<file path="src/rtl/hbic_cfg.svh">
`ifndef HBIC_CFG_SVH
`define HBIC_CFG_SVH

// masters sharing the memory port
`define HBIC_PORTS   4

// memory-side channel widths
`define HBIC_ADDR_W  32
`define HBIC_DATA_W  128 // 16-byte beats, INCR only
`define HBIC_STRB_W  16
`define HBIC_ID_W    4
`define HBIC_LEN_W   8   // beats minus one

`endif

</file>
<file path="src/rtl/hbic_bus_pkg.sv">
`default_nettype none

`include "hbic_cfg.svh"

package hbic_bus_pkg;

	typedef logic [`HBIC_ADDR_W-1:0] addr_t;
	typedef logic [`HBIC_DATA_W-1:0] data_t;
	typedef logic [`HBIC_STRB_W-1:0] strb_t;
	typedef logic [`HBIC_ID_W-1:0]   id_t;
	typedef logic [`HBIC_LEN_W-1:0]  len_t;

	// address request as issued by one master
	typedef struct packed {
		addr_t addr;
		len_t  len;
	} addr_req_t;

	// combined request toward the memory controller
	typedef struct packed {
		id_t   id;    // issuing master index
		addr_t addr;
		len_t  len;
		logic  write; // 1 write, 0 read
	} arw_req_t;

	// write data beat, no id since one writer owns the channel at a time
	typedef struct packed {
		data_t data;
		strb_t strb;
		logic  last;
	} w_beat_t;

	// read data beat, id steers it back to its master
	typedef struct packed {
		id_t   id;
		data_t data;
		logic  last;
	} r_beat_t;

endpackage

`default_nettype wire

</file>
<file path="src/rtl/hbic_port_pkg.sv">
`default_nettype none

`include "hbic_cfg.svh"

package hbic_port_pkg;

	// master index, also the request id on the memory side
	typedef logic [$clog2(`HBIC_PORTS)-1:0] port_idx_t;

	// arbitration source is {master, read bit}, so writes sit on even indices
	typedef logic [$clog2(`HBIC_PORTS):0] src_idx_t;

	typedef logic [2*`HBIC_PORTS-1:0] src_mask_t; // one bit per source

	typedef enum logic [0:0] {
		IDLE  = 1'b0, // free to take a grant
		WDATA = 1'b1  // write data owned by one master
	} merge_state_e;

endpackage

`default_nettype wire

</file>
<file path="src/rtl/request_arbiter.sv">
`timescale 1ns/10ps
`default_nettype none

`include "hbic_cfg.svh"

module request_arbiter (
	input  wire                             sys_clk_i,
	input  wire                             rst_i,
	input  wire        [`HBIC_PORTS-1:0]    aw_valid_i,
	input  wire        [`HBIC_PORTS-1:0]    ar_valid_i,
	input  wire                             grant_ready_i,
	output hbic_port_pkg::src_idx_t         grant_o,
	output logic                            grant_valid_o,
	output logic       [`HBIC_PORTS-1:0]    aw_ready_o,
	output logic       [`HBIC_PORTS-1:0]    ar_ready_o
);

	hbic_port_pkg::src_mask_t req;   // all pending sources
	hbic_port_pkg::src_idx_t  ptr_q; // highest priority source
	hbic_port_pkg::src_idx_t  cand;
	logic                     grant_hs;

	// interleave so source 2p is the write and 2p+1 the read of master p
	always_comb begin
		for (int p = 0; p < `HBIC_PORTS; p++) begin
			req[2*p]   = aw_valid_i[p];
			req[2*p+1] = ar_valid_i[p];
		end
	end

	// walk down from the far end so the source nearest the pointer wins
	always_comb begin
		grant_o       = ptr_q;
		grant_valid_o = 1'b0;
		cand          = ptr_q;
		for (int i = 2*`HBIC_PORTS-1; i >= 0; i--) begin
			cand = ptr_q + hbic_port_pkg::src_idx_t'(i); // wraps at 8
			if (req[cand]) begin
				grant_o       = cand;
				grant_valid_o = 1'b1;
			end
		end
	end

	assign grant_hs = grant_valid_o & grant_ready_i;

	// ready only toward the winner, in the cycle the merger takes it
	always_comb begin
		for (int p = 0; p < `HBIC_PORTS; p++) begin
			aw_ready_o[p] = grant_hs && (grant_o == {hbic_port_pkg::port_idx_t'(p), 1'b0});
			ar_ready_o[p] = grant_hs && (grant_o == {hbic_port_pkg::port_idx_t'(p), 1'b1});
		end
	end

	always_ff @(posedge sys_clk_i) begin
		if (rst_i) begin
			ptr_q <= '0;
		end else if (grant_hs) begin
			ptr_q <= grant_o + 1'b1; // source after the winner
		end
	end

endmodule

`default_nettype wire

</file>
<file path="src/rtl/arw_merger.sv">
`timescale 1ns/10ps
`default_nettype none

`include "hbic_cfg.svh"

module arw_merger (
	input  wire                                               sys_clk_i,
	input  wire                                               rst_i,
	input  wire hbic_port_pkg::src_idx_t                      grant_i,
	input  wire                                               grant_valid_i,
	input  wire hbic_bus_pkg::addr_req_t [`HBIC_PORTS-1:0]    aw_req_i,
	input  wire hbic_bus_pkg::addr_req_t [`HBIC_PORTS-1:0]    ar_req_i,
	input  wire hbic_bus_pkg::w_beat_t   [`HBIC_PORTS-1:0]    w_beat_i,
	input  wire                          [`HBIC_PORTS-1:0]    w_valid_i,
	input  wire                                               arw_ready_i,
	input  wire                                               mw_ready_i,
	output logic                                              grant_ready_o,
	output hbic_bus_pkg::arw_req_t                            arw_o,
	output logic                                              arw_valid_o,
	output logic                         [`HBIC_PORTS-1:0]    w_ready_o,
	output hbic_bus_pkg::w_beat_t                             mw_beat_o,
	output logic                                              mw_valid_o
);

	hbic_port_pkg::merge_state_e state_q;
	hbic_port_pkg::merge_state_e state_d;
	hbic_port_pkg::port_idx_t    sel_port; // master behind the grant
	hbic_port_pkg::port_idx_t    owner_q;  // master holding write data
	hbic_bus_pkg::addr_req_t     sel_req;
	logic                        sel_read;
	logic                        grant_hs;
	logic                        w_done;

	assign sel_port = grant_i[$bits(grant_i)-1:1];
	assign sel_read = grant_i[0];
	assign sel_req  = sel_read ? ar_req_i[sel_port] : aw_req_i[sel_port];

	// output slot free or draining, and no write burst still open
	assign grant_ready_o = (state_q == hbic_port_pkg::IDLE) && (!arw_valid_o || arw_ready_i);
	assign grant_hs      = grant_valid_i && grant_ready_o;

	// combined request register, one cycle after the grant handshake
	always_ff @(posedge sys_clk_i) begin
		if (grant_hs) begin
			arw_o.id    <= hbic_bus_pkg::id_t'(sel_port);
			arw_o.addr  <= sel_req.addr;
			arw_o.len   <= sel_req.len;
			arw_o.write <= !sel_read;
		end
	end

	always_ff @(posedge sys_clk_i) begin
		if (rst_i) begin
			arw_valid_o <= 1'b0;
		end else if (grant_hs) begin
			arw_valid_o <= 1'b1;
		end else if (arw_ready_i) begin
			arw_valid_o <= 1'b0;
		end
	end

	// write data steering, owner passes straight through to memory
	assign mw_beat_o  = w_beat_i[owner_q];
	assign mw_valid_o = (state_q == hbic_port_pkg::WDATA) && w_valid_i[owner_q];
	assign w_done     = mw_valid_o && mw_ready_i && mw_beat_o.last;

	always_comb begin
		for (int p = 0; p < `HBIC_PORTS; p++) begin
			w_ready_o[p] = (state_q == hbic_port_pkg::WDATA) &&
				(owner_q == hbic_port_pkg::port_idx_t'(p)) && mw_ready_i;
		end
	end

	// reads leave the state alone so many can be outstanding
	always_comb begin
		state_d = state_q;
		case (state_q)
			hbic_port_pkg::IDLE: begin
				if (grant_hs && !sel_read) begin
					state_d = hbic_port_pkg::WDATA;
				end
			end
			hbic_port_pkg::WDATA: begin
				if (w_done) begin
					state_d = hbic_port_pkg::IDLE; // last beat gone
				end
			end
			default: state_d = hbic_port_pkg::IDLE;
		endcase
	end

	always_ff @(posedge sys_clk_i) begin
		if (rst_i) begin
			state_q <= hbic_port_pkg::IDLE;
			owner_q <= '0;
		end else begin
			state_q <= state_d;
			if (grant_hs && !sel_read) begin
				owner_q <= sel_port;
			end
		end
	end

endmodule

`default_nettype wire

</file>
<file path="src/rtl/read_return_router.sv">
`timescale 1ns/10ps
`default_nettype none

`include "hbic_cfg.svh"

module read_return_router (
	input  wire hbic_bus_pkg::r_beat_t                       mr_beat_i,
	input  wire                                              mr_valid_i,
	input  wire                        [`HBIC_PORTS-1:0]     r_ready_i,
	output logic                                             mr_ready_o,
	output hbic_bus_pkg::r_beat_t      [`HBIC_PORTS-1:0]     r_beat_o,
	output logic                       [`HBIC_PORTS-1:0]     r_valid_o
);

	hbic_port_pkg::port_idx_t dst; // owning master from the id

	// id carries the master index in its low bits
	assign dst = hbic_port_pkg::port_idx_t'(mr_beat_i.id);

	// payload to everyone, valid only to the owner
	always_comb begin
		for (int p = 0; p < `HBIC_PORTS; p++) begin
			r_beat_o[p]  = mr_beat_i;
			r_valid_o[p] = mr_valid_i && (dst == hbic_port_pkg::port_idx_t'(p));
		end
	end

	// a stalled owner holds the whole read stream
	assign mr_ready_o = r_ready_i[dst];

endmodule

`default_nettype wire

</file>
<file path="src/rtl/hbram_interconnect.sv">
`timescale 1ns/10ps
`default_nettype none

`include "hbic_cfg.svh"

module hbram_interconnect (
	input  wire                                               sys_clk_i,
	input  wire                                               rst_i,

	// master side
	input  wire hbic_bus_pkg::addr_req_t [`HBIC_PORTS-1:0]    aw_req_i,
	input  wire                          [`HBIC_PORTS-1:0]    aw_valid_i,
	output logic                         [`HBIC_PORTS-1:0]    aw_ready_o,
	input  wire hbic_bus_pkg::addr_req_t [`HBIC_PORTS-1:0]    ar_req_i,
	input  wire                          [`HBIC_PORTS-1:0]    ar_valid_i,
	output logic                         [`HBIC_PORTS-1:0]    ar_ready_o,
	input  wire hbic_bus_pkg::w_beat_t   [`HBIC_PORTS-1:0]    w_beat_i,
	input  wire                          [`HBIC_PORTS-1:0]    w_valid_i,
	output logic                         [`HBIC_PORTS-1:0]    w_ready_o,
	output hbic_bus_pkg::r_beat_t        [`HBIC_PORTS-1:0]    r_beat_o,
	output logic                         [`HBIC_PORTS-1:0]    r_valid_o,
	input  wire                          [`HBIC_PORTS-1:0]    r_ready_i,

	// memory controller side
	output hbic_bus_pkg::arw_req_t                            arw_o,
	output logic                                              arw_valid_o,
	input  wire                                               arw_ready_i,
	output hbic_bus_pkg::w_beat_t                             mw_beat_o,
	output logic                                              mw_valid_o,
	input  wire                                               mw_ready_i,
	input  wire hbic_bus_pkg::r_beat_t                        mr_beat_i,
	input  wire                                               mr_valid_i,
	output logic                                              mr_ready_o
);

	hbic_port_pkg::src_idx_t grant;
	logic                    grant_valid;
	logic                    grant_ready;

	request_arbiter request_arbiter_inst (
		.sys_clk_i     (sys_clk_i),
		.rst_i         (rst_i),
		.aw_valid_i    (aw_valid_i),
		.ar_valid_i    (ar_valid_i),
		.grant_ready_i (grant_ready),
		.grant_o       (grant),
		.grant_valid_o (grant_valid),
		.aw_ready_o    (aw_ready_o),
		.ar_ready_o    (ar_ready_o)
	);

	arw_merger arw_merger_inst (
		.sys_clk_i     (sys_clk_i),
		.rst_i         (rst_i),
		.grant_i       (grant),
		.grant_valid_i (grant_valid),
		.aw_req_i      (aw_req_i),
		.ar_req_i      (ar_req_i),
		.w_beat_i      (w_beat_i),
		.w_valid_i     (w_valid_i),
		.arw_ready_i   (arw_ready_i),
		.mw_ready_i    (mw_ready_i),
		.grant_ready_o (grant_ready),
		.arw_o         (arw_o),
		.arw_valid_o   (arw_valid_o),
		.w_ready_o     (w_ready_o),
		.mw_beat_o     (mw_beat_o),
		.mw_valid_o    (mw_valid_o)
	);

	read_return_router read_return_router_inst (
		.mr_beat_i  (mr_beat_i),
		.mr_valid_i (mr_valid_i),
		.r_ready_i  (r_ready_i),
		.mr_ready_o (mr_ready_o),
		.r_beat_o   (r_beat_o),
		.r_valid_o  (r_valid_o)
	);

endmodule

`default_nettype wire

</file>
<file path="config.mk">
export PLATFORM = sky130hd
export DESIGN_NAME = hbram_interconnect
export DESIGN_NICKNAME = d
export VERILOG_FILES = /design/src/rtl/hbic_bus_pkg.sv /design/src/rtl/hbic_port_pkg.sv /design/src/rtl/request_arbiter.sv /design/src/rtl/arw_merger.sv /design/src/rtl/read_return_router.sv /design/src/rtl/hbram_interconnect.sv
export VERILOG_INCLUDE_DIRS = /design/src /design/src/rtl
export SDC_FILE = /design/constraint.sdc
export NUM_CORES = 1
export LEC_CHECK = 0
export BUFFER_PORTS_ARGS = -buffer_cell sky130_fd_sc_hd__buf_2
export CORE_AREA = 2 2 693 695
export CTS_CLUSTER_SIZE = 16
export DETAILED_ROUTE_END_ITERATION = 8
export DIE_AREA = 0 0 695 697
export HOLD_SLACK_MARGIN = 0.03
export PLACE_DENSITY = 0.3
export SYNTH_ARGS = -nofsm -noshare
export SYNTH_HDL_FRONTEND = slang
export SYNTH_SLANG_ARGS = --single-unit
</file>
<file path="constraint.sdc">
create_clock -name sys_clk_i -period 7.41 [get_ports sys_clk_i]
set_input_delay 0 -clock sys_clk_i [delete_from_list [all_inputs] [get_ports sys_clk_i]]
set_output_delay 0 -clock sys_clk_i [all_outputs]
set_load 0.01 [all_outputs]
</file>
After elaboration in Yosys (flattened, before gate mapping):

Index checks and enable logic that the tools add are counted.

* flip-flop bits (word level): 50
* bits of input ports: 1054

* add/subtract/negate cells: 8
* order comparisons: 11
* equality and inequality tests: 13
* muxes and demuxes: 48
* bitwise gates (word level): 2
* reduce and logical (&&, ||, !) cells: 33

Operator list (number)
* $bmux W145 S2: 1
* $bmux W40 S2: 2
* $mux W145: 1
* $mux W40: 3
* $lt A3 B4 Y1 const B: 8
* $logic_and A1 B1 Y1: 26
* $bmux W1 S3: 8
* $mux W3: 8
* $mux W1: 22
* $add A3 B3 Y3 const B: 4
* $eq A3 B3 Y1 const B: 4
* $lt A2 B3 Y1 const B: 3
* $eq A2 B2 Y1 const B: 4
* $add A3 B1 Y3 const B: 2
* $add A3 B2 Y3 const B: 2
* $eq A3 B2 Y1 const B: 2
* $bmux W1 S2: 2
* $eq A2 B1 Y1 const B: 2
* $logic_not A2 Y1: 2
* $eq A3 B1 Y1 const B: 1
* $logic_not A3 Y1: 1
* $logic_not A1 Y1: 2
* $pmux W1 S2: 1
* $reduce_bool A2 Y1: 1
* 3 further kinds: 3

Logic depth before layout (Yosys ltp):

* depth after elaboration: 15
* gate-level depth with buffers: 20
* mapped depth without buffers: 12

Modules after synthesis:

From an unflattened synthesis, not the netlist that was laid out.

* cells, all modules: 1162
* area, all modules: 12623.4 um^2

Modules (own cells, without submodules)
* arw_merger: times used 1, cells each 483, area each 7419.6 um^2, sequential area each 1371.3 um^2
* read_return_router: times used 1, cells each 537, area each 4051.4 um^2, sequential area each 0.0 um^2
* request_arbiter: times used 1, cells each 142, area each 1152.4 um^2, sequential area each 60.1 um^2

Worst setup path before layout:

No wires, ideal clock.

* path type: reg-to-reg
* from: register request_arbiter_inst.ptr_q[0]
* to: register arw_merger_inst.owner_q[0]
* library setup time: 131 ps
* arrival time: 5719 ps
* required time: 7279 ps
* path slack: 1561 ps
* cell stages (with the launch flop): 16
* path buffers: 6
* period minus slack after synthesis: 5849 ps
* path through: dfxtp_1 > buf_4 > inv_1 > clkbuf_1 > clkbuf_1 > buf_1 > ha_1 > buf_2 > buf_2 > mux4_2 > nor4_1 > a21oi_1 > a21boi_1 > nand2_1 > nand2_1 > a21oi_1

* longest elaborated chain between the ends: 13

RTL lines
* from (decl): RTL line request_arbiter.sv:19 `hbic_port_pkg::src_idx_t ptr_q;`
* from (signal assigned): RTL line request_arbiter.sv:59 `ptr_q <= grant_o + 1'b1;`
* $add A3 B3 Y3: RTL line request_arbiter.sv:37 `cand = ptr_q + hbic_port_pkg::src_idx_t'(i);`
* $bmux W1 S3: RTL line request_arbiter.sv:38 `if (req[cand]) begin`
* $mux W1 (implied by the code): RTL line request_arbiter.sv:38
* $mux W1 (7 in series): RTL line request_arbiter.sv:38
* $mux W1 (*): RTL line request_arbiter.sv:38
* $logic_and A1 B1 Y1 (*): RTL line arw_merger.sv:40 `assign grant_hs = grant_valid_i && grant_ready_o;`
* named net arw_merger_inst.grant_hs: RTL line arw_merger.sv:31 `logic grant_hs;`
* $logic_and A1 B1 Y1 (*): RTL line arw_merger.sv:98 `if (grant_hs && !sel_read) begin`
* to (signal assigned): RTL line arw_merger.sv:99 `owner_q <= sel_port;`
* to (decl): RTL line arw_merger.sv:28 `hbic_port_pkg::port_idx_t owner_q;`

The timed path passes the listed nets; every way through them passes the cells marked *. The select of a mux whose other input is x is not followed.
A chain may end at the register's enable or synchronous reset.

==> impl_metrics.yaml <==
die:
  rows: 254
  die_x_microns: 695
  core_area_sq_um: 477000
  dieArea_sq_um: 484400
  ioPinCount: 1795
  start_util: 0.03906
  die_h_microns: 697
cells_and_area:
  final_util: 0.06328
  nets: 3959
  drive_gt1_frac: 0.5031
  stdcell_area_sq_um: 30180
  syn_to_final_growth_pct: 62.01
  fill_cells: 56410
global_route:
  grt_first_pass_wirelength_microns: 338600
  grt_max_degree: 104
  grt_overflow: 0
  antenna_found_initial: 326
  grt_usage: 0.1132
  grt_pass1_vias: 22480
critical_path:
  critPathMaxFanout: 54
  ff2ff_setup_slack_ns: 1.64
  rr_worst_depth: 11
  slowest_stage: "a2111oi_0"
  cp-start-kind: "flop"
  reg2reg_from: "request_arbiter_inst.ptr_q[0]"
  crit_type: "flop to flop"
  critPathRequiredTime_ns: 7.55
  worstSetupEndpointType: "flop"
  crit_top_cell: "o21ai_0"
  crit_chain: "inv_8 -> ha_1 -> mux2_2 -> o21ai_0 -> a22o_1 -> o21ai_0 -> a221oi_1 -> a31o_4 -> nand2_4 -> a2111oi_0 -> nor4_1"
  max_stage_delay_ns: 1.03
  timing.rr.end: "arw_merger_inst.arw_o[38]"
  cp.arrival_ns: 5.91
logic_synthesis:
  synth-async-reset-ratio: 0
  synthTopCellsByArea: "buf_4 22%, mux4_2 19%, edfxtp_1 6.9%"
  synth_top_family_by_area: "compound AO/OA/AOI/OAI gates"
  synthXorXnorAreaFrac: 0.002821
  synth_top_area_share: 0.2176
  yosys.area_share.adder: 0.002686
  yosys_warnings: 0
  synth_compound_area_frac: 0.2788
  synth_ff_type: "edfxtp_1"
  synthSimpleGateAreaFrac: 0.1247
  avgSynthCellArea_sq_um: 8.044
  syn_inst: 2316
  ys_seq_area_frac: 0.07683
  ys_ff_latch: 50
  synth_mux_area_frac: 0.2480
  syn_area_sq_um: 18630
  yosysTopAreaCell: "buf_4"
  synth_edf_count: 43
  ys_types: 62
clock_network:
  postCtsSetupRepairBufs: 0
  root_buffer: "clkbuf_16"
  cts.sinks: 50
  ctsHoldBuffers: 133
  cts_buffers: 5
  clkTransAtPathRegs_ns: 0.15
  clkLatencyLatePin_ns: 0.43
  cts_htree_levels: 2
  cts_buffer_depth: 2
  cts_resized: 0
  cts_tree: "yes"
sta:
  hold_violations: 0
  setup_tns_ns: 0
  finalSetupViolations: 0
  fin_crit_ns: 5.769
  fmax_ghz: 0.1733
  min_period_over_period: 0.7785
  maxSlewViolCount: 0
  finalClockSkew_ns: 0.04795
  rsz0062_at_grt: "no"
  max-slew-margin-rel: 0.1579
  tightest_slew_ns: 1.259
route:
  drc: 0
  dr.pass1.iters: 5
  ant_nets: 0
  wl_microns: 287900
  wl_per_cell_microns: 30.41
  vias_per_cell: 2.630
  vias: 24890
  drtIter0Drc: 3001
run_status:
  outcome: "complete, no violations"
pwr:
  p_switching_mw: 8.959
  p_leak_nw: 9.992
  powerDensity_nw_per_um2: 442.9
  switching_share: 0.6702
  pwr-share-seq: 0.063
  p_clk_frac: 0.028
  p_int_mw: 4.409
  ir_drop_v: 0.0004323
  combPwrFrac: 0.909
place:
  place_congestion: 1.165
  io_buffers: 1137
  place_area_sq_um: 28190
  hpwl_microns: 253700
flow_run:
  drv_cap: 0
hold_path:
  hp-class: "input pin to output pin"
  hold_depth: 0
  holdPathEnd: "r_beat_o[457]"
  min_from: "mr_beat_i[58]"
[kinds of logic after synthesis]
family / after synthesis
adders and majority gates: 4
AOI/OAI and AO/OA: 688
and+or+nand+nor: 545
other: 1
buffers and inverters: 765
DFF: 50
muxes: 257
xor gates and xnor gates: 6
[worst max-delay path, delay by kind of cell (launching register included)]
family                     cells  cell delay [ns]
AOI/OAI and AO/OA              6             2.56
adders and majority gates      1             0.87
buffers and inverters          1             0.20
DFF                            1             0.61
muxes                          1             0.42
and+or+nand+nor                2             0.75
[how the worst max path moves through the flow]
stage                                              from                         end  slack [ns]  cells past startpoint
after floorplan           request_arbiter_inst.ptr_q[0]  arw_merger_inst.owner_q[0]        1.56                     15
after global placement    request_arbiter_inst.ptr_q[0]    arw_merger_inst.arw_o[1]        1.69                     11
after detailed placement  request_arbiter_inst.ptr_q[0]   arw_merger_inst.arw_o[14]        1.68                     12
after CTS                 request_arbiter_inst.ptr_q[0]               aw_ready_o[1]        1.37                     12
after global routing      request_arbiter_inst.ptr_q[0]               aw_ready_o[1]        1.26                     12
final                     request_arbiter_inst.ptr_q[0]   arw_merger_inst.arw_o[38]        1.64                     11
[Yosys cell counts, types with 2 or more instances]
cell type  count
a2111oi_0     69
a2111oi_2      9
a211o_1        2
a211oi_1       4
a21boi_0      72
a21boi_1       8
a21o_1         2
a21oi_1      168
a21oi_2        2
a221oi_1     119
a22o_1         2
a22oi_1       83
a2bb2oi_1      2
and2_1         7
and3_1         2
buf_1         29
buf_2         33
buf_4        540
buf_6          2
clkbuf_1     147
dfxtp_1        7
edfxtp_1      43
ha_1           4
inv_1         13
mux2_2        47
mux2i_1       51
mux4_2       159
nand2_1      138
nand2b_1       4
nand3_1        6
nor2_1       293
nor2b_1        2
nor3_1         5
nor4_1        83
o211a_1       39
o211ai_1       3
o21ai_0        4
o221a_2        3
o221ai_1      41
o22ai_1       42
o31ai_1        2
xnor2_1        3
xor2_1         3
[final cells by class]
cell class | instances | area (sq um) | share of cell area
diodes | 164 | 410.4 | 0.01360
inverters | 14 | 60.06 | 0.001990
clock inverters | 3 | 23.77 | 0.0007876
repair buffers | 1328 | 7605 | 0.2519
multi-input cells | 1502 | 12510 | 0.4144
flip-flops and latches | 50 | 1443 | 0.04779
well taps | 6400 | 8008 | 0.2653
clock buffers | 5 | 125.1 | 0.004145
[cell usage in the layout (no fill, tap or decap), drive strengths merged, types with 5 or more instances in the layout]
| cell type | netlist | routed |
|---|---|---|
| o211a | 39 | 39 |
| a21oi | 170 | 170 |
| and2 | 7 | 7 |
| o21ai | 5 | 5 |
| mux2 | 47 | 47 |
| buf | 604 | 1199 |
| mux2i | 51 | 51 |
| o22ai | 42 | 42 |
| nand2 | 138 | 138 |
| nand3 | 6 | 6 |
| a22oi | 83 | 83 |
| edfxtp | 43 | 43 |
| diode | 0 | 164 |
| o221ai | 41 | 41 |
| mux4 | 159 | 159 |
| clkbuf | 147 | 5 |
| nor2 | 293 | 293 |
| a2111oi | 78 | 78 |
| a21boi | 80 | 80 |
| inv | 13 | 14 |
| a221oi | 120 | 120 |
| dfxtp | 7 | 7 |
| nor3 | 5 | 5 |
| dlygate4sd3 | 0 | 129 |
| nor4 | 83 | 83 |
[flip-flops by register name (all words and copies together) (netlist names)]
register / flops
arw_merger_inst.owner_q: 2
arw_merger_inst.arw_o: 43
arw_merger_inst.arw_valid_o: 1
request_arbiter_inst.ptr_q: 3
arw_merger_inst.state_q: 1
[stage by stage]
step / hold WS [ns] / total power, mW / setup WS (ns) / cells
2_1_floorplan: 0.04753 / 7.342 / 1.561 / 2317
3_3_place_gp: 0.0001724 / 12.97 / 1.687 / 9158
3_5_place_dp: 0.0001724 / 12.87 / 1.685 / 9158
4_1_cts: 0.03099 / 13.60 / 1.368 / 9299
5_1_grt: 0.03110 / 14.27 / 1.255 / 9342
6_report: 0.03795 / 13.37 / 1.641 / 9466
[routing by layer]
layer | GRT usage | routed length [microns] | part of all wire
met1 | 0.1442 | 121500 | 0.42
met2 | 0.1662 | 118700 | 0.41
met3 | 0.06373 | 39500 | 0.14
met4 | 0.01885 | 6804 | 0.024
met5 | 0.005546 | 1405 | 0.0049
[power by group through the flow]
stage / Sequential (mW) / Clock, mW / Combinational (mW)
2_1_floorplan: 0.777 / 0 / 6.57
3_3_place_gp: 0.874 / 0 / 12.1
3_5_place_dp: 0.860 / 0 / 12.0
4_1_cts: 0.858 / 0.421 / 12.3
5_1_grt: 0.867 / 0.405 / 13.0
6_report: 0.843 / 0.371 / 12.2
Note: power is estimated with default switching activity, not from simulation.
